==> src/hdl/upd_consts.svh <==
////////////////////////////////////////
// Peripheral constants
// Bus and counter widths, register map,
// reset values, vectors and dividers
////////////////////////////////////////

`ifndef UPD_CONSTS_SVH
`define UPD_CONSTS_SVH

// Widths
`define UPD_ADDR_W      8
`define UPD_DATA_W      32
`define UPD_TM_W        12

// Dividers and source count
`define UPD_TM_PRESCALE 8
`define UPD_INT_DIV     12
`define UPD_NUM_INT     4

// Register map, one 32-bit word each
`define UPD_REG_PA      8'h00
`define UPD_REG_PB      8'h04
`define UPD_REG_PC      8'h08
`define UPD_REG_MB      8'h0C
`define UPD_REG_MC      8'h10
`define UPD_REG_MK      8'h14
`define UPD_REG_TM      8'h18
`define UPD_REG_TMSTART 8'h1C
`define UPD_REG_IE      8'h20
`define UPD_REG_IRQ     8'h24
`define UPD_REG_VEC     8'h28

// Mode and mask registers come up all ones
`define UPD_RST_MODE    8'hFF

// Interrupt vectors
`define UPD_VEC_INT0    8'h04
`define UPD_VEC_INTT    8'h08
`define UPD_VEC_INT1    8'h10
`define UPD_VEC_INT2    8'h20
`define UPD_VEC_NONE    8'h00

// AXI responses
`define UPD_RESP_OKAY   2'd0
`define UPD_RESP_SLVERR 2'd2

`endif

==> src/hdl/upd_pkg.sv <==
////////////////////////////////////////
// Shared types of the peripheral block
// AXI4-Lite bus structs, register file
// view and interrupt path structs
////////////////////////////////////////

`include "upd_consts.svh"

package upd_pkg;

  // Source index, 0 wins arbitration
  typedef enum logic [1:0] {
    IDX_INT0 = 2'd0,
    IDX_INTT = 2'd1,
    IDX_INT1 = 2'd2,
    IDX_INT2 = 2'd3
  } int_idx_e;

  // Master side of the bus
  typedef struct packed {
    logic                   awvalid;
    logic [`UPD_ADDR_W-1:0] awaddr;
    logic                   wvalid;
    logic [`UPD_DATA_W-1:0] wdata;
    logic                   bready;
    logic                   arvalid;
    logic [`UPD_ADDR_W-1:0] araddr;
    logic                   rready;
  } axil_req_t;

  // Slave side of the bus
  typedef struct packed {
    logic                   awready;
    logic                   wready;
    logic                   bvalid;
    logic [1:0]             bresp;
    logic                   arready;
    logic                   rvalid;
    logic [`UPD_DATA_W-1:0] rdata;
    logic [1:0]             rresp;
  } axil_rsp_t;

  // Register file contents seen by the other blocks
  typedef struct packed {
    logic [7:0]           pao;
    logic [7:0]           pbo;
    logic [7:0]           pco;
    logic [7:0]           mb;
    logic [7:0]           mc;
    logic [7:0]           mk;
    logic [`UPD_TM_W-1:0] tm_reload;
    logic                 ie;
  } spr_cfg_t;

  // Sampler to pending latch
  typedef struct packed {
    logic [`UPD_NUM_INT-1:0] set;
    logic [`UPD_NUM_INT-1:0] clr;
  } int_evt_t;

  // Host side clear and acknowledge
  typedef struct packed {
    logic [`UPD_NUM_INT-1:0] clr_mask;
    logic                    clr;
    logic                    ack;
  } int_ctl_t;

  // Status returned for register reads
  typedef struct packed {
    logic [`UPD_NUM_INT-1:0] pending;
    logic [7:0]              vector;
  } int_stat_t;

endpackage

==> src/hdl/port_io.sv <==
////////////////////////////////////////
// Ports A, B and C
// Direction from MB and MC, readback
////////////////////////////////////////

`timescale 1ns/1ps

module port_io import upd_pkg::*; (
  input  spr_cfg_t   cfg,
  input  logic [7:0] PB_I,
  input  logic [7:0] PC_I,
  output logic [7:0] PA_O,
  output logic [7:0] PB_O,
  output logic [7:0] PB_OE,
  output logic [7:0] PC_O,
  output logic [7:0] PC_OE,
  output logic [7:0] pb_in,
  output logic [7:0] pc_in
);

  // Mode bit 1 means input
  assign PB_OE = ~cfg.mb;
  // Only PC7 and PC1..0 follow MC, PC6..3 always drive, PC2 never does
  assign PC_OE = {~cfg.mc[7], 4'b1111, 1'b0, ~cfg.mc[1:0]};

  assign PA_O = cfg.pao;
  assign PB_O = cfg.pbo;
  assign PC_O = cfg.pco;

  // Outputs read back the latch, inputs the pin
  assign pb_in = (PB_I & ~PB_OE) | (cfg.pbo & PB_OE);
  assign pc_in = (PC_I & ~PC_OE) | (cfg.pco & PC_OE);

endmodule

==> src/hdl/tm_timer.sv <==
////////////////////////////////////////
// Interval timer
// Prescaler, 12-bit down counter,
// reload and underflow event
////////////////////////////////////////

`timescale 1ns/1ps

`include "upd_consts.svh"

module tm_timer (
  input  logic                 CLK,
  input  logic                 rst,
  input  logic [`UPD_TM_W-1:0] tm_reload,
  input  logic                 tm_start,
  output logic                 tm_uf
);

  localparam int PS_W = $clog2(`UPD_TM_PRESCALE);
  localparam int TC_W = `UPD_TM_W + PS_W;

  // Counter on top, prescaler in the low bits
  logic [TC_W-1:0] tc;
  logic [TC_W-1:0] tc_load;

  assign tc_load = {tm_reload, PS_W'(`UPD_TM_PRESCALE - 1)};

  // Fires the cycle the whole chain reaches zero
  assign tm_uf = (tc == '0);

  always_ff @(posedge CLK) begin
    if (rst) begin
      tc <= '1;
    end else if (tm_uf || tm_start) begin
      // Reload restarts the prescaler as well
      tc <= tc_load;
    end else begin
      tc <= tc - 1'b1;
    end
  end

endmodule

==> src/hdl/int_sampler.sv <==
////////////////////////////////////////
// Interrupt sampling
// Divide-by-12 tick, INT1/INT2 edge
// filters, INT0 level, timer event
////////////////////////////////////////

`timescale 1ns/1ps

`include "upd_consts.svh"

module int_sampler import upd_pkg::*; (
  input  logic     CLK,
  input  logic     rst,
  input  logic     INT0,
  input  logic     INT1,
  input  logic     INT2,
  input  logic     int2_rising,
  input  logic     tm_uf,
  input  logic     int0_pending,
  output int_evt_t evt
);

  logic [3:0] div_cnt;
  logic       tick;
  logic [3:0] hist1;
  logic [3:0] hist2;
  int_evt_t   evt_d;

  assign tick = (div_cnt == 4'(`UPD_INT_DIV - 1));

  always_ff @(posedge CLK) begin
    if (rst) begin
      div_cnt <= '0;
      // All ones so an idle high pin does not look like an edge
      hist1   <= 4'b1111;
      hist2   <= 4'b1111;
    end else begin
      div_cnt <= tick ? 4'd0 : div_cnt + 1'b1;
      if (tick) begin
        hist1 <= {hist1[2:0], INT1};
        // Inverted when falling edges are selected
        hist2 <= {hist2[2:0], INT2 ^ ~int2_rising};
      end
    end
  end

  always_comb begin
    evt_d = '0;
    // INT0 tracks the pin level
    evt_d.set[IDX_INT0] = INT0 & ~int0_pending;
    evt_d.clr[IDX_INT0] = ~INT0 & int0_pending;
    evt_d.set[IDX_INTT] = tm_uf;
    // One low sample then three high
    evt_d.set[IDX_INT1] = tick & (hist1 == 4'b0111);
    evt_d.set[IDX_INT2] = tick & (hist2 == 4'b0111);
  end

  always_ff @(posedge CLK) begin
    if (rst)
      evt <= '0;
    else
      evt <= evt_d;
  end

endmodule

==> src/hdl/int_arbiter.sv <==
////////////////////////////////////////
// Interrupt controller
// Pending latch, masking, priority,
// vector and request output
////////////////////////////////////////

`timescale 1ns/1ps

`include "upd_consts.svh"

module int_arbiter import upd_pkg::*; (
  input  logic      CLK,
  input  logic      rst,
  input  int_evt_t  evt,
  input  spr_cfg_t  cfg,
  input  int_ctl_t  ictl,
  output int_stat_t stat,
  output logic      int0_pending,
  output logic      irq
);

  logic [`UPD_NUM_INT-1:0] pending;
  logic [`UPD_NUM_INT-1:0] enabled;
  logic [`UPD_NUM_INT-1:0] grant;
  logic [`UPD_NUM_INT-1:0] clr_all;
  int_idx_e                sel;

  // MK bits 3..0 line up with the source index
  assign enabled = pending & ~cfg.mk[`UPD_NUM_INT-1:0] & {`UPD_NUM_INT{cfg.ie}};

  ////////////////////////////////////////
  // Priority encoder

  always_comb begin
    grant = '0;
    sel   = IDX_INT0;
    // Walk down so the lowest index is left
    for (int i = `UPD_NUM_INT - 1; i >= 0; i--) begin
      if (enabled[i]) begin
        grant    = '0;
        grant[i] = 1'b1;
        sel      = int_idx_e'(i);
      end
    end
  end

  always_comb begin
    if (enabled == '0) begin
      stat.vector = `UPD_VEC_NONE;
    end else begin
      case (sel)
        IDX_INT0: stat.vector = `UPD_VEC_INT0;
        IDX_INTT: stat.vector = `UPD_VEC_INTT;
        IDX_INT1: stat.vector = `UPD_VEC_INT1;
        default:  stat.vector = `UPD_VEC_INT2;
      endcase
    end
  end

  ////////////////////////////////////////
  // Pending latch

  // Host clear and acknowledge merged with the sampler clears
  assign clr_all = evt.clr | ({`UPD_NUM_INT{ictl.clr}} & ictl.clr_mask) |
                   ({`UPD_NUM_INT{ictl.ack}} & grant);

  always_ff @(posedge CLK) begin
    if (rst) begin
      pending <= '0;
      irq     <= 1'b0;
    end else begin
      pending <= (pending & ~clr_all) | evt.set;
      irq     <= |enabled;
    end
  end

  assign stat.pending = pending;
  assign int0_pending = pending[IDX_INT0];

endmodule

==> src/hdl/spr_axil.sv <==
////////////////////////////////////////
// AXI4-Lite slave for the special
// registers: handshakes, register file,
// read mux and strobes to timer and IRQ
////////////////////////////////////////

`timescale 1ns/1ps

`include "upd_consts.svh"

module spr_axil import upd_pkg::*; (
  input  logic       CLK,
  input  logic       rst,
  input  axil_req_t  axi_req,
  output axil_rsp_t  axi_rsp,
  output spr_cfg_t   cfg,
  input  logic [7:0] pb_in,
  input  logic [7:0] pc_in,
  input  int_stat_t  stat,
  output logic       tm_start,
  output int_ctl_t   ictl
);

  spr_cfg_t               cfg_q;
  logic                   wr_hs;
  logic                   rd_hs;
  logic                   wr_ok;
  logic                   rd_ok;
  logic [`UPD_DATA_W-1:0] rd_word;
  logic                   bvalid_q;
  logic [1:0]             bresp_q;
  logic                   rvalid_q;
  logic [1:0]             rresp_q;
  logic [`UPD_DATA_W-1:0] rdata_q;

  ////////////////////////////////////////
  // Handshakes

  // Address and data taken together, blocked by a held response
  assign wr_hs = axi_req.awvalid & axi_req.wvalid & ~bvalid_q;
  assign rd_hs = axi_req.arvalid & ~rvalid_q;

  always_comb begin
    case (axi_req.awaddr)
      `UPD_REG_PA, `UPD_REG_PB, `UPD_REG_PC, `UPD_REG_MB,
      `UPD_REG_MC, `UPD_REG_MK, `UPD_REG_TM, `UPD_REG_TMSTART,
      `UPD_REG_IE, `UPD_REG_IRQ, `UPD_REG_VEC: wr_ok = 1'b1;
      default: wr_ok = 1'b0;
    endcase
  end

  ////////////////////////////////////////
  // Register file

  always_ff @(posedge CLK) begin
    if (rst) begin
      cfg_q <= '{pao: 8'h00, pbo: 8'h00, pco: 8'h00,
                 mb: `UPD_RST_MODE, mc: `UPD_RST_MODE, mk: `UPD_RST_MODE,
                 tm_reload: {`UPD_TM_W{1'b1}}, ie: 1'b0};
    end else if (wr_hs) begin
      case (axi_req.awaddr)
        `UPD_REG_PA: cfg_q.pao <= axi_req.wdata[7:0];
        `UPD_REG_PB: cfg_q.pbo <= axi_req.wdata[7:0];
        `UPD_REG_PC: cfg_q.pco <= axi_req.wdata[7:0];
        `UPD_REG_MB: cfg_q.mb <= axi_req.wdata[7:0];
        `UPD_REG_MC: cfg_q.mc <= axi_req.wdata[7:0];
        `UPD_REG_MK: cfg_q.mk <= axi_req.wdata[7:0];
        `UPD_REG_TM: cfg_q.tm_reload <= axi_req.wdata[`UPD_TM_W-1:0];
        `UPD_REG_IE: cfg_q.ie <= axi_req.wdata[0];
        default: ;
      endcase
    end
  end

  assign cfg = cfg_q;

  // Timer start and pending clear act on the write handshake
  assign tm_start      = wr_hs & (axi_req.awaddr == `UPD_REG_TMSTART);
  assign ictl.clr      = wr_hs & (axi_req.awaddr == `UPD_REG_IRQ);
  assign ictl.clr_mask = axi_req.wdata[`UPD_NUM_INT-1:0];
  // Reading the vector acknowledges it
  assign ictl.ack      = rd_hs & (axi_req.araddr == `UPD_REG_VEC);

  ////////////////////////////////////////
  // Read mux

  always_comb begin
    rd_word = '0;
    rd_ok   = 1'b1;
    case (axi_req.araddr)
      `UPD_REG_PA:      rd_word[7:0] = cfg_q.pao;
      `UPD_REG_PB:      rd_word[7:0] = pb_in;
      `UPD_REG_PC:      rd_word[7:0] = pc_in;
      `UPD_REG_MB:      rd_word[7:0] = cfg_q.mb;
      `UPD_REG_MC:      rd_word[7:0] = cfg_q.mc;
      `UPD_REG_MK:      rd_word[7:0] = cfg_q.mk;
      `UPD_REG_TM:      rd_word[`UPD_TM_W-1:0] = cfg_q.tm_reload;
      `UPD_REG_TMSTART: rd_word = '0;
      `UPD_REG_IE:      rd_word[0] = cfg_q.ie;
      `UPD_REG_IRQ:     rd_word[`UPD_NUM_INT-1:0] = stat.pending;
      `UPD_REG_VEC:     rd_word[7:0] = stat.vector;
      default:          rd_ok = 1'b0;
    endcase
  end

  ////////////////////////////////////////
  // Response channels

  always_ff @(posedge CLK) begin
    if (rst) begin
      bvalid_q <= 1'b0;
      rvalid_q <= 1'b0;
    end else begin
      if (wr_hs)
        bvalid_q <= 1'b1;
      else if (axi_req.bready)
        bvalid_q <= 1'b0;
      if (rd_hs)
        rvalid_q <= 1'b1;
      else if (axi_req.rready)
        rvalid_q <= 1'b0;
    end
  end

  always_ff @(posedge CLK) begin
    if (wr_hs)
      bresp_q <= wr_ok ? `UPD_RESP_OKAY : `UPD_RESP_SLVERR;
    if (rd_hs) begin
      rdata_q <= rd_word;
      rresp_q <= rd_ok ? `UPD_RESP_OKAY : `UPD_RESP_SLVERR;
    end
  end

  assign axi_rsp.awready = wr_hs;
  assign axi_rsp.wready  = wr_hs;
  assign axi_rsp.bvalid  = bvalid_q;
  assign axi_rsp.bresp   = bresp_q;
  assign axi_rsp.arready = rd_hs;
  assign axi_rsp.rvalid  = rvalid_q;
  assign axi_rsp.rdata   = rdata_q;
  assign axi_rsp.rresp   = rresp_q;

endmodule

==> src/hdl/upd_periph.sv <==
////////////////////////////////////////
// Peripheral block top level
// Register slave, ports, timer and
// interrupt controller tied together
////////////////////////////////////////

`timescale 1ns/1ps

module upd_periph import upd_pkg::*; (
  input  logic       CLK,
  input  logic       rst,
  input  axil_req_t  axi_req,
  output axil_rsp_t  axi_rsp,
  output logic [7:0] PA_O,
  input  logic [7:0] PB_I,
  output logic [7:0] PB_O,
  output logic [7:0] PB_OE,
  input  logic [7:0] PC_I,
  output logic [7:0] PC_O,
  output logic [7:0] PC_OE,
  input  logic       INT0,
  input  logic       INT1,
  input  logic       INT2,
  output logic       irq
);

  spr_cfg_t   cfg;
  int_stat_t  stat;
  int_ctl_t   ictl;
  int_evt_t   evt;
  logic [7:0] pb_in;
  logic [7:0] pc_in;
  logic       tm_start;
  logic       tm_uf;
  logic       int0_pending;

  spr_axil spr0 (
    .CLK      (CLK),
    .rst      (rst),
    .axi_req  (axi_req),
    .axi_rsp  (axi_rsp),
    .cfg      (cfg),
    .pb_in    (pb_in),
    .pc_in    (pc_in),
    .stat     (stat),
    .tm_start (tm_start),
    .ictl     (ictl)
  );

  port_io port0 (
    .cfg   (cfg),
    .PB_I  (PB_I),
    .PC_I  (PC_I),
    .PA_O  (PA_O),
    .PB_O  (PB_O),
    .PB_OE (PB_OE),
    .PC_O  (PC_O),
    .PC_OE (PC_OE),
    .pb_in (pb_in),
    .pc_in (pc_in)
  );

  tm_timer tm0 (
    .CLK       (CLK),
    .rst       (rst),
    .tm_reload (cfg.tm_reload),
    .tm_start  (tm_start),
    .tm_uf     (tm_uf)
  );

  // MK bit 5 selects the INT2 edge
  int_sampler smp0 (
    .CLK          (CLK),
    .rst          (rst),
    .INT0         (INT0),
    .INT1         (INT1),
    .INT2         (INT2),
    .int2_rising  (cfg.mk[5]),
    .tm_uf        (tm_uf),
    .int0_pending (int0_pending),
    .evt          (evt)
  );

  int_arbiter arb0 (
    .CLK          (CLK),
    .rst          (rst),
    .evt          (evt),
    .cfg          (cfg),
    .ictl         (ictl),
    .stat         (stat),
    .int0_pending (int0_pending),
    .irq          (irq)
  );

endmodule

==> config.mk <==
export PLATFORM = sky130hd
export DESIGN_NAME = upd_periph
export DESIGN_NICKNAME = d
export VERILOG_FILES = /design/src/hdl/upd_pkg.sv /design/src/hdl/port_io.sv /design/src/hdl/tm_timer.sv /design/src/hdl/int_sampler.sv /design/src/hdl/int_arbiter.sv /design/src/hdl/spr_axil.sv /design/src/hdl/upd_periph.sv
export VERILOG_INCLUDE_DIRS = /design/src /design/src/hdl
export SDC_FILE = /design/constraint.sdc
export NUM_CORES = 1
export LEC_CHECK = 0
export ABC_AREA = 0
export BUFFER_PORTS_ARGS = -buffer_cell sky130_fd_sc_hd__buf_2
export CORE_MARGIN = 2
export CORE_UTILIZATION = 54
export CTS_CLUSTER_SIZE = 24
export DETAILED_ROUTE_END_ITERATION = 10
export MAX_ROUTING_LAYER = met4
export PLACE_DENSITY = 0.79
export SLEW_MARGIN = 25
export SYNTH_ARGS = -nofsm -noshare
export SYNTH_HDL_FRONTEND = slang
export SYNTH_HIERARCHICAL = 1
export SYNTH_SLANG_ARGS = --single-unit
==> constraint.sdc <==
create_clock -name CLK -period 2.1 [get_ports CLK]
set_clock_uncertainty 0.1 [all_clocks]
set_input_delay 0.21 -clock CLK [delete_from_list [all_inputs] [get_ports CLK]]
set_output_delay 0.21 -clock CLK [all_outputs]
set_load 0.02 [all_outputs]
==> Word level (Yosys, flattened, before mapping) <==
Cells that the tools add are included.
{ "classes": {"n_addsub": 2, "n_eq_ne": 25, "muxes": 22, "bitwise": 37, "n_reduce_logical": 21} }
{ "ops": {"columns": ["op", "count"], "rows": [
  ["== test 8 x 5 -> 1 bit, second input constant", 8],
  ["== test 8 x 6 -> 1 bit, second input constant", 6],
  ["AND 8 bit", 4],
  ["== test 8 x 4 -> 1 bit, second input constant", 4],
  ["one-hot mux 4 bit (8 select lines)", 1],
  ["one-hot mux 3 bit (9 select lines)", 1],
  ["NOT 8 bit", 3],
  ["OR reduction 11 bit", 2],
  ["AND 4 bit", 5],
  ["one-hot mux 6 bit (3 select lines)", 1],
  ["== test 8 x 3 -> 1 bit, second input constant", 2],
  ["zero test 8 bit", 2],
  ["two-way mux 4 bit", 4],
  ["OR 8 bit", 2],
  ["AND reduction 2 bit", 8],
  ["zero test 15 bit", 1],
  ["two-way mux 15 bit", 1],
  ["subtractor 15 x 1 -> 15 bit, second input constant", 1],
  ["two-way mux 2 bit", 6],
  ["OR 4 bit", 3],
  ["AND 1 bit", 10],
  ["one-hot mux 1 bit (10 select lines)", 1],
  ["== test 4 x 3 -> 1 bit, second input constant", 2],
  ["two-way mux 8 bit", 1],
  ["15 further kinds", 28]
]} }
{ "totals": {"regBits": 119, "in_bits": 74, "output_inout_bits": 82, "wordCells": 131} }

==> Longest topological paths before layout <==
{ "depth": {"depth_word": 12, "ltp_mapped": 7, "depth_no_buf": 6} }

==> Modules after synthesis <==
The synthesis kept the hierarchy.
{ "by_module_without_submodules": {"columns": ["mod", "instances", "cells_per_inst", "area_each_um2", "seq_area_each_um2"], "rows": [
  ["spr_axil", 1, 397, 3851.2, 1681.6],
  ["tm_timer", 1, 87, 828.3, 300.3],
  ["int_sampler", 1, 66, 684.4, 340.3],
  ["port_io", 1, 58, 469.2, 0.0],
  ["int_arbiter", 1, 46, 360.3, 100.1]
]} }

==> Worst setup path before layout <==
OpenSTA, ideal clock, no wires.
{ "synth_path": {"path_type": "register to register", "startpoint": "reg spr0.bvalid_q", "endpoint": "reg spr0.cfg_q, in the netlist spr0/cfg[45]", "setup_ns": 0.133, "arrival_time_ns": 1.650, "required_time_ns": 1.867, "slack_ns": 0.217, "stages_incl_launch_ff": 6, "path_cell_list": "dfxtp_1 > nand3b_1 > buf_6 > nor4_4 > mux2i_1 > nor2_2"} }
{ "synth_between": {"elab_chain_len": 3} }
{ "synth_lines": {"columns": ["item", "line_no", "source"], "rows": [
  ["start: declaration", "spr_axil.sv:30", "logic bvalid_q;"],
  ["start signal: assignment", "spr_axil.sv:111", "bvalid_q <= 1'b0;"],
  ["start signal: assignment", "spr_axil.sv:115", "bvalid_q <= 1'b1;"],
  ["start signal: assignment", "spr_axil.sv:117", "bvalid_q <= 1'b0;"],
  ["NOT 1 bit", "spr_axil.sv:40", "assign wr_hs = axi_req.awvalid & axi_req.wvalid & ~bvalid_q;"],
  ["AND 1 bit", "spr_axil.sv:40", null],
  ["AND reduction 2 bit (no line)", null, null],
  ["end signal: assignment", "spr_axil.sv:57", "cfg_q <= '{pao: 8'h00, pbo: 8'h00, pco: 8'h00,"],
  ["end: declaration", "spr_axil.sv:24", "spr_cfg_t cfg_q;"]
]} }
No other way between the ends.
A chain may end at the register's enable or synchronous reset.

==> Final worst setup path <==
{ "layout_path": {"startpoint": "in axi_req[50] (netlist bit)", "endpoint": "reg spr0.cfg_q, in the netlist spr0/cfg[50]"} }
{ "layout_between": {"elab_chain_len": 2} }
{ "layout_lines": {"columns": ["item", "line_no", "source"], "rows": [
  ["start: declaration", "upd_periph.sv:12", "input axil_req_t axi_req,"],
  ["== test 8 x 3 -> 1 bit", "spr_axil.sv:61", "case (axi_req.awaddr)"],
  ["AND reduction 2 bit (no line)", null, null]
]} }
No other way between the ends.

==> flow_summary.json <==
{
  "die_height_um": 111,
  "fillCellCount": 928,
  "leakagePower_nw": 3.03,
  "netSwitchingFraction_pct": 22.7,
  "timing.critical_path.max_delay_family": "buffers and inverters",
  "synth_seq_area_share_pct": 39.1,
  "critical_path.reg2reg.endpoint": "spr0/rdata_q[2]",
  "overflow": 0,
  "synthesis.instances": 654,
  "worst_r2r_startpoint": "spr0/cfg[31]",
  "critical_path_data_required_time_ns": 2.29,
  "synthesis.area_mm2": 0.00619,
  "clock-root-buffer": "sky130_fd_sc_hd__clkbuf_16",
  "dp_hpwl_um": 11100,
  "grt.total_usage_pct": 25.9,
  "synth_most_common_cell": "sky130_fd_sc_hd__dfxtp_1",
  "finalNetCount": 820,
  "register_bit_count_reported_by_yosys": 114,
  "place_congestion": 0.988,
  "power.total_w": 0.00565,
  "placement.io_buffers": 104,
  "hold_path_class": "in2reg",
  "tritoncts_num_sinks": 114,
  "first_pass_grt_wire_length_um": 25000,
  "post_route_cells_drive_above_1_share_pct": 30.2,
  "timing.hold.worst_endpoint": "spr0/cfg[11]",
  "layout_worst_path_cycle_share_pct": 94.4,
  "clock_insertion_delay_worst_skew_ns": 0.40,
  "path_clk_slew_ns": 0.05,
  "critical_path_type": "in2reg",
  "comb_power_share_pct": 8.0,
  "largest_net_degree_at_the_start_of_global_routing": 44,
  "setup_viol": 0,
  "rows": 39,
  "final-hold-violation-count": 0,
  "clockPowerShare_pct": 52.0,
  "yosysWarnings": 6,
  "power.net_switching_w": 0.00128,
  "ff2ff_setup_slack_ns": 0.17,
  "critical-path-slowest-cell": "sky130_fd_sc_hd__dlygate4sd3_1",
  "seq_power_share_pct": 39.9,
  "routedWlPerCell_um": 17.3,
  "cp_slowest_stage_delay_ns": 0.53,
  "timing.slew.headroom_pct": 52.6,
  "die-width_um": 111,
  "worst_hold_slack_ns": 0.00555,
  "number_of_antenna_cells_inserted": 0,
  "tightestPinTransition_ns": 0.710,
  "run_status": "finished, final reports clean",
  "coreArea_mm2": 0.0113,
  "totalWireLength_um": 15600,
  "drv_cap": 0,
  "ys_async_sr_fraction_pct": 0,
  "grt_setup_unrepaired": "false",
  "crit_path_cell_trace": "dlygate4sd3_1, buf_2, or3_1, buf_4, nor4_4, buf_12, mux2i_1, nor2_2",
  "detail-route-antenna-nets": 0,
  "ios": 156,
  "cts_buffers": 17,
  "post_synth.cell_area_avg_um2": 9.47,
  "detail_route.drc_violations": 0,
  "vias": 5107,
  "critical_path_data_arrival_time_ns": 2.17,
  "area.growth.synth_to_final_pct": 18.2,
  "tritoncts_clock_tree": "done",
  "synth_cell_types": 73,
  "max_clock_freq_ghz": 0.505,
  "antenna_found_initial": 0,
  "report.final.slew_viol_count": 0,
  "synth_top_cells_by_area": "sky130_fd_sc_hd__dfxtp_1, sky130_fd_sc_hd__buf_4, sky130_fd_sc_hd__edfxtp_1",
  "fin_crit_ns": 1.98,
  "first_global_vias": 5063,
  "power.density_cell_area_mw_per_mm2": 771,
  "detailedRoute.firstPassIterationCount": 5,
  "cts.repair_timing.setup_buffer_count": 0,
  "floorplan.die_area_mm2": 0.0123,
  "fin_tns_setup_ns": 0,
  "detail_route.vias_per_cell": 5.68,
  "synth_enable_flop_cells": 14,
  "peak_vdd_ir_mv": 0.352,
  "post_synth_most_frequent_cells": "sky130_fd_sc_hd__dfxtp_1, sky130_fd_sc_hd__buf_4, sky130_fd_sc_hd__a21oi_1",
  "initial_core_util_pct": 54.7,
  "post-place-cells": 855,
  "synth_top_cell_area_share_pct": 32.3,
  "startpoint_type": "input pin",
  "synth_area_leader_cell": "sky130_fd_sc_hd__dfxtp_1",
  "min_from": "axi_req[21]",
  "cellInternalPower_w": 0.00436,
  "detailedRoute.firstIterationViolations": 294,
  "setup.worst_path.end_class": "flop",
  "layoutNonFillerInstCount": 899,
  "ys_dominant_reg_cell": "sky130_fd_sc_hd__dfxtp_1",
  "path_buf_inv": 4,
  "reg2reg_depth": 5,
  "htree_num_levels": 4,
  "critical_path_peak_fanout": 8,
  "timing.hold.worst_path_depth": 3,
  "clockBufferDepth": 2
}
-- worst max-delay path by stage --
stage                     slack [ns]  depth (start not counted)               to     startpoint
after floorplan                 0.22                          5     spr0/cfg[45]  spr0/bvalid_q
after global placement          0.20                          5  spr0/rdata_q[2]   spr0/cfg[31]
after detailed placement        0.16                          6  arb0/pending[3]    axi_req[48]
after CTS                       0.14                          8     spr0/cfg[50]    axi_req[50]
after global routing            0.05                          8     spr0/cfg[50]    axi_req[50]
final                           0.12                          8     spr0/cfg[50]    axi_req[50]
-- logic make-up (layout without fill, tap and decap cells) --
family / count (synthesis) / in the layout / share of synthesized area (%)
AND/OR/NAND/NOR: 228 / 228 / 23.5
buffers and inverters: 131 / 204 / 13.1
flip-flops: 114 / 114 / 39.1
AO/OA/AOI/OAI: 108 / 108 / 11.6
multiplexers: 52 / 52 / 9.96
XOR/XNOR: 13 / 13 / 1.84
other: 5 / 34 / 0.303
adder cells (fa/ha/maj): 3 / 3 / 0.606
-- timing repair --
item	4_1_cts	5_1_grt
hold buffers	12	0
setup endpoints to repair	0	1
gates resized for setup	0	1
hold endpoints to repair	13	0
-- cell usage in the layout, fill, tap and decap left out, types with 8 or more instances in the layout --
master,n
sky130_fd_sc_hd__buf_2,103
sky130_fd_sc_hd__mux2i_1,35
sky130_fd_sc_hd__nor2_2,16
sky130_fd_sc_hd__buf_4,25
sky130_fd_sc_hd__dfxtp_1,100
sky130_fd_sc_hd__mux2_4,11
sky130_fd_sc_hd__nand3_1,12
sky130_fd_sc_hd__nor4_4,9
sky130_fd_sc_hd__nor3_1,40
sky130_fd_sc_hd__a21oi_1,50
sky130_fd_sc_hd__nor2_1,43
sky130_fd_sc_hd__clkbuf_16,18
sky130_fd_sc_hd__nor3_2,8
sky130_fd_sc_hd__dlygate4sd3_1,12
sky130_fd_sc_hd__a22oi_1,9
sky130_fd_sc_hd__nand2_1,30
sky130_fd_sc_hd__edfxtp_1,14
sky130_fd_sc_hd__nor4_1,8
sky130_fd_sc_hd__inv_1,25
sky130_fd_sc_hd__conb_1,34
-- final cells by class --
class / instances / area (um^2) / share of cell area [%]
multi-input cells: 438 / 3070 / 42.0
flip-flops and latches: 114 / 2420 / 33.1
repair buffers: 146 / 943 / 12.9
clock buffers: 23 / 479 / 6.55
well taps: 143 / 179 / 2.44
clock inverters: 9 / 126 / 1.73
inverters: 26 / 97.6 / 1.33
-- tightest hold or removal path, cell delays in order --
cell	delay, ns
sky130_fd_sc_hd__buf_2	0.08
sky130_fd_sc_hd__nor2_1	0.04
sky130_fd_sc_hd__a21oi_1	0.13
-- registers in the layout, indices dropped and copies added, names as in the netlist, 4 cells and up --
| register | flops |
|---|---|
| smp0/hist1 | 4 |
| smp0/div_cnt | 4 |
| arb0/pending | 4 |
| tm0/tc | 15 |
| spr0/cfg | 61 |
| spr0/rdata_q | 12 |
| smp0/evt | 5 |
| smp0/hist2 | 4 |
-- layer usage --
layer  wire, um  up-vias  global-route usage [%]
met5          0        -                       -
met1       6590     2444                    32.1
met4        287        0                    9.14
met3       1080       30                    5.08
met2       7600      225                    42.5
li1           -     2408                       -
-- stage by stage --
step / utilization, % / instance area, um^2 / setup slack [ns]
floorplan: - / 6300 / 0.217
global placement: 58.2 / 6590 / 0.199
detailed placement: 58.2 / 6590 / 0.159
CTS: 64.6 / 7320 / 0.140
global route: 64.7 / 7320 / 0.0538
finish: 64.7 / 7320 / 0.118
-- power by group through the flow --
| stage | Sequential (W) | Combinational (W) | Clock [W] |
|---|---|---|---|
| 4_1_cts | 0.00226 | 0.000448 | 0.00297 |
| 3_5_place_dp | 0.00230 | 0.000427 | 0 |
| 5_1_grt | 0.00226 | 0.000488 | 0.00306 |
| 3_3_place_gp | 0.00230 | 0.000415 | 0 |
| 2_1_floorplan | 0.00231 | 0.000319 | 0 |
| 6_report | 0.00226 | 0.000452 | 0.00294 |
No activity file was read; power rests on OpenSTA's default activity.
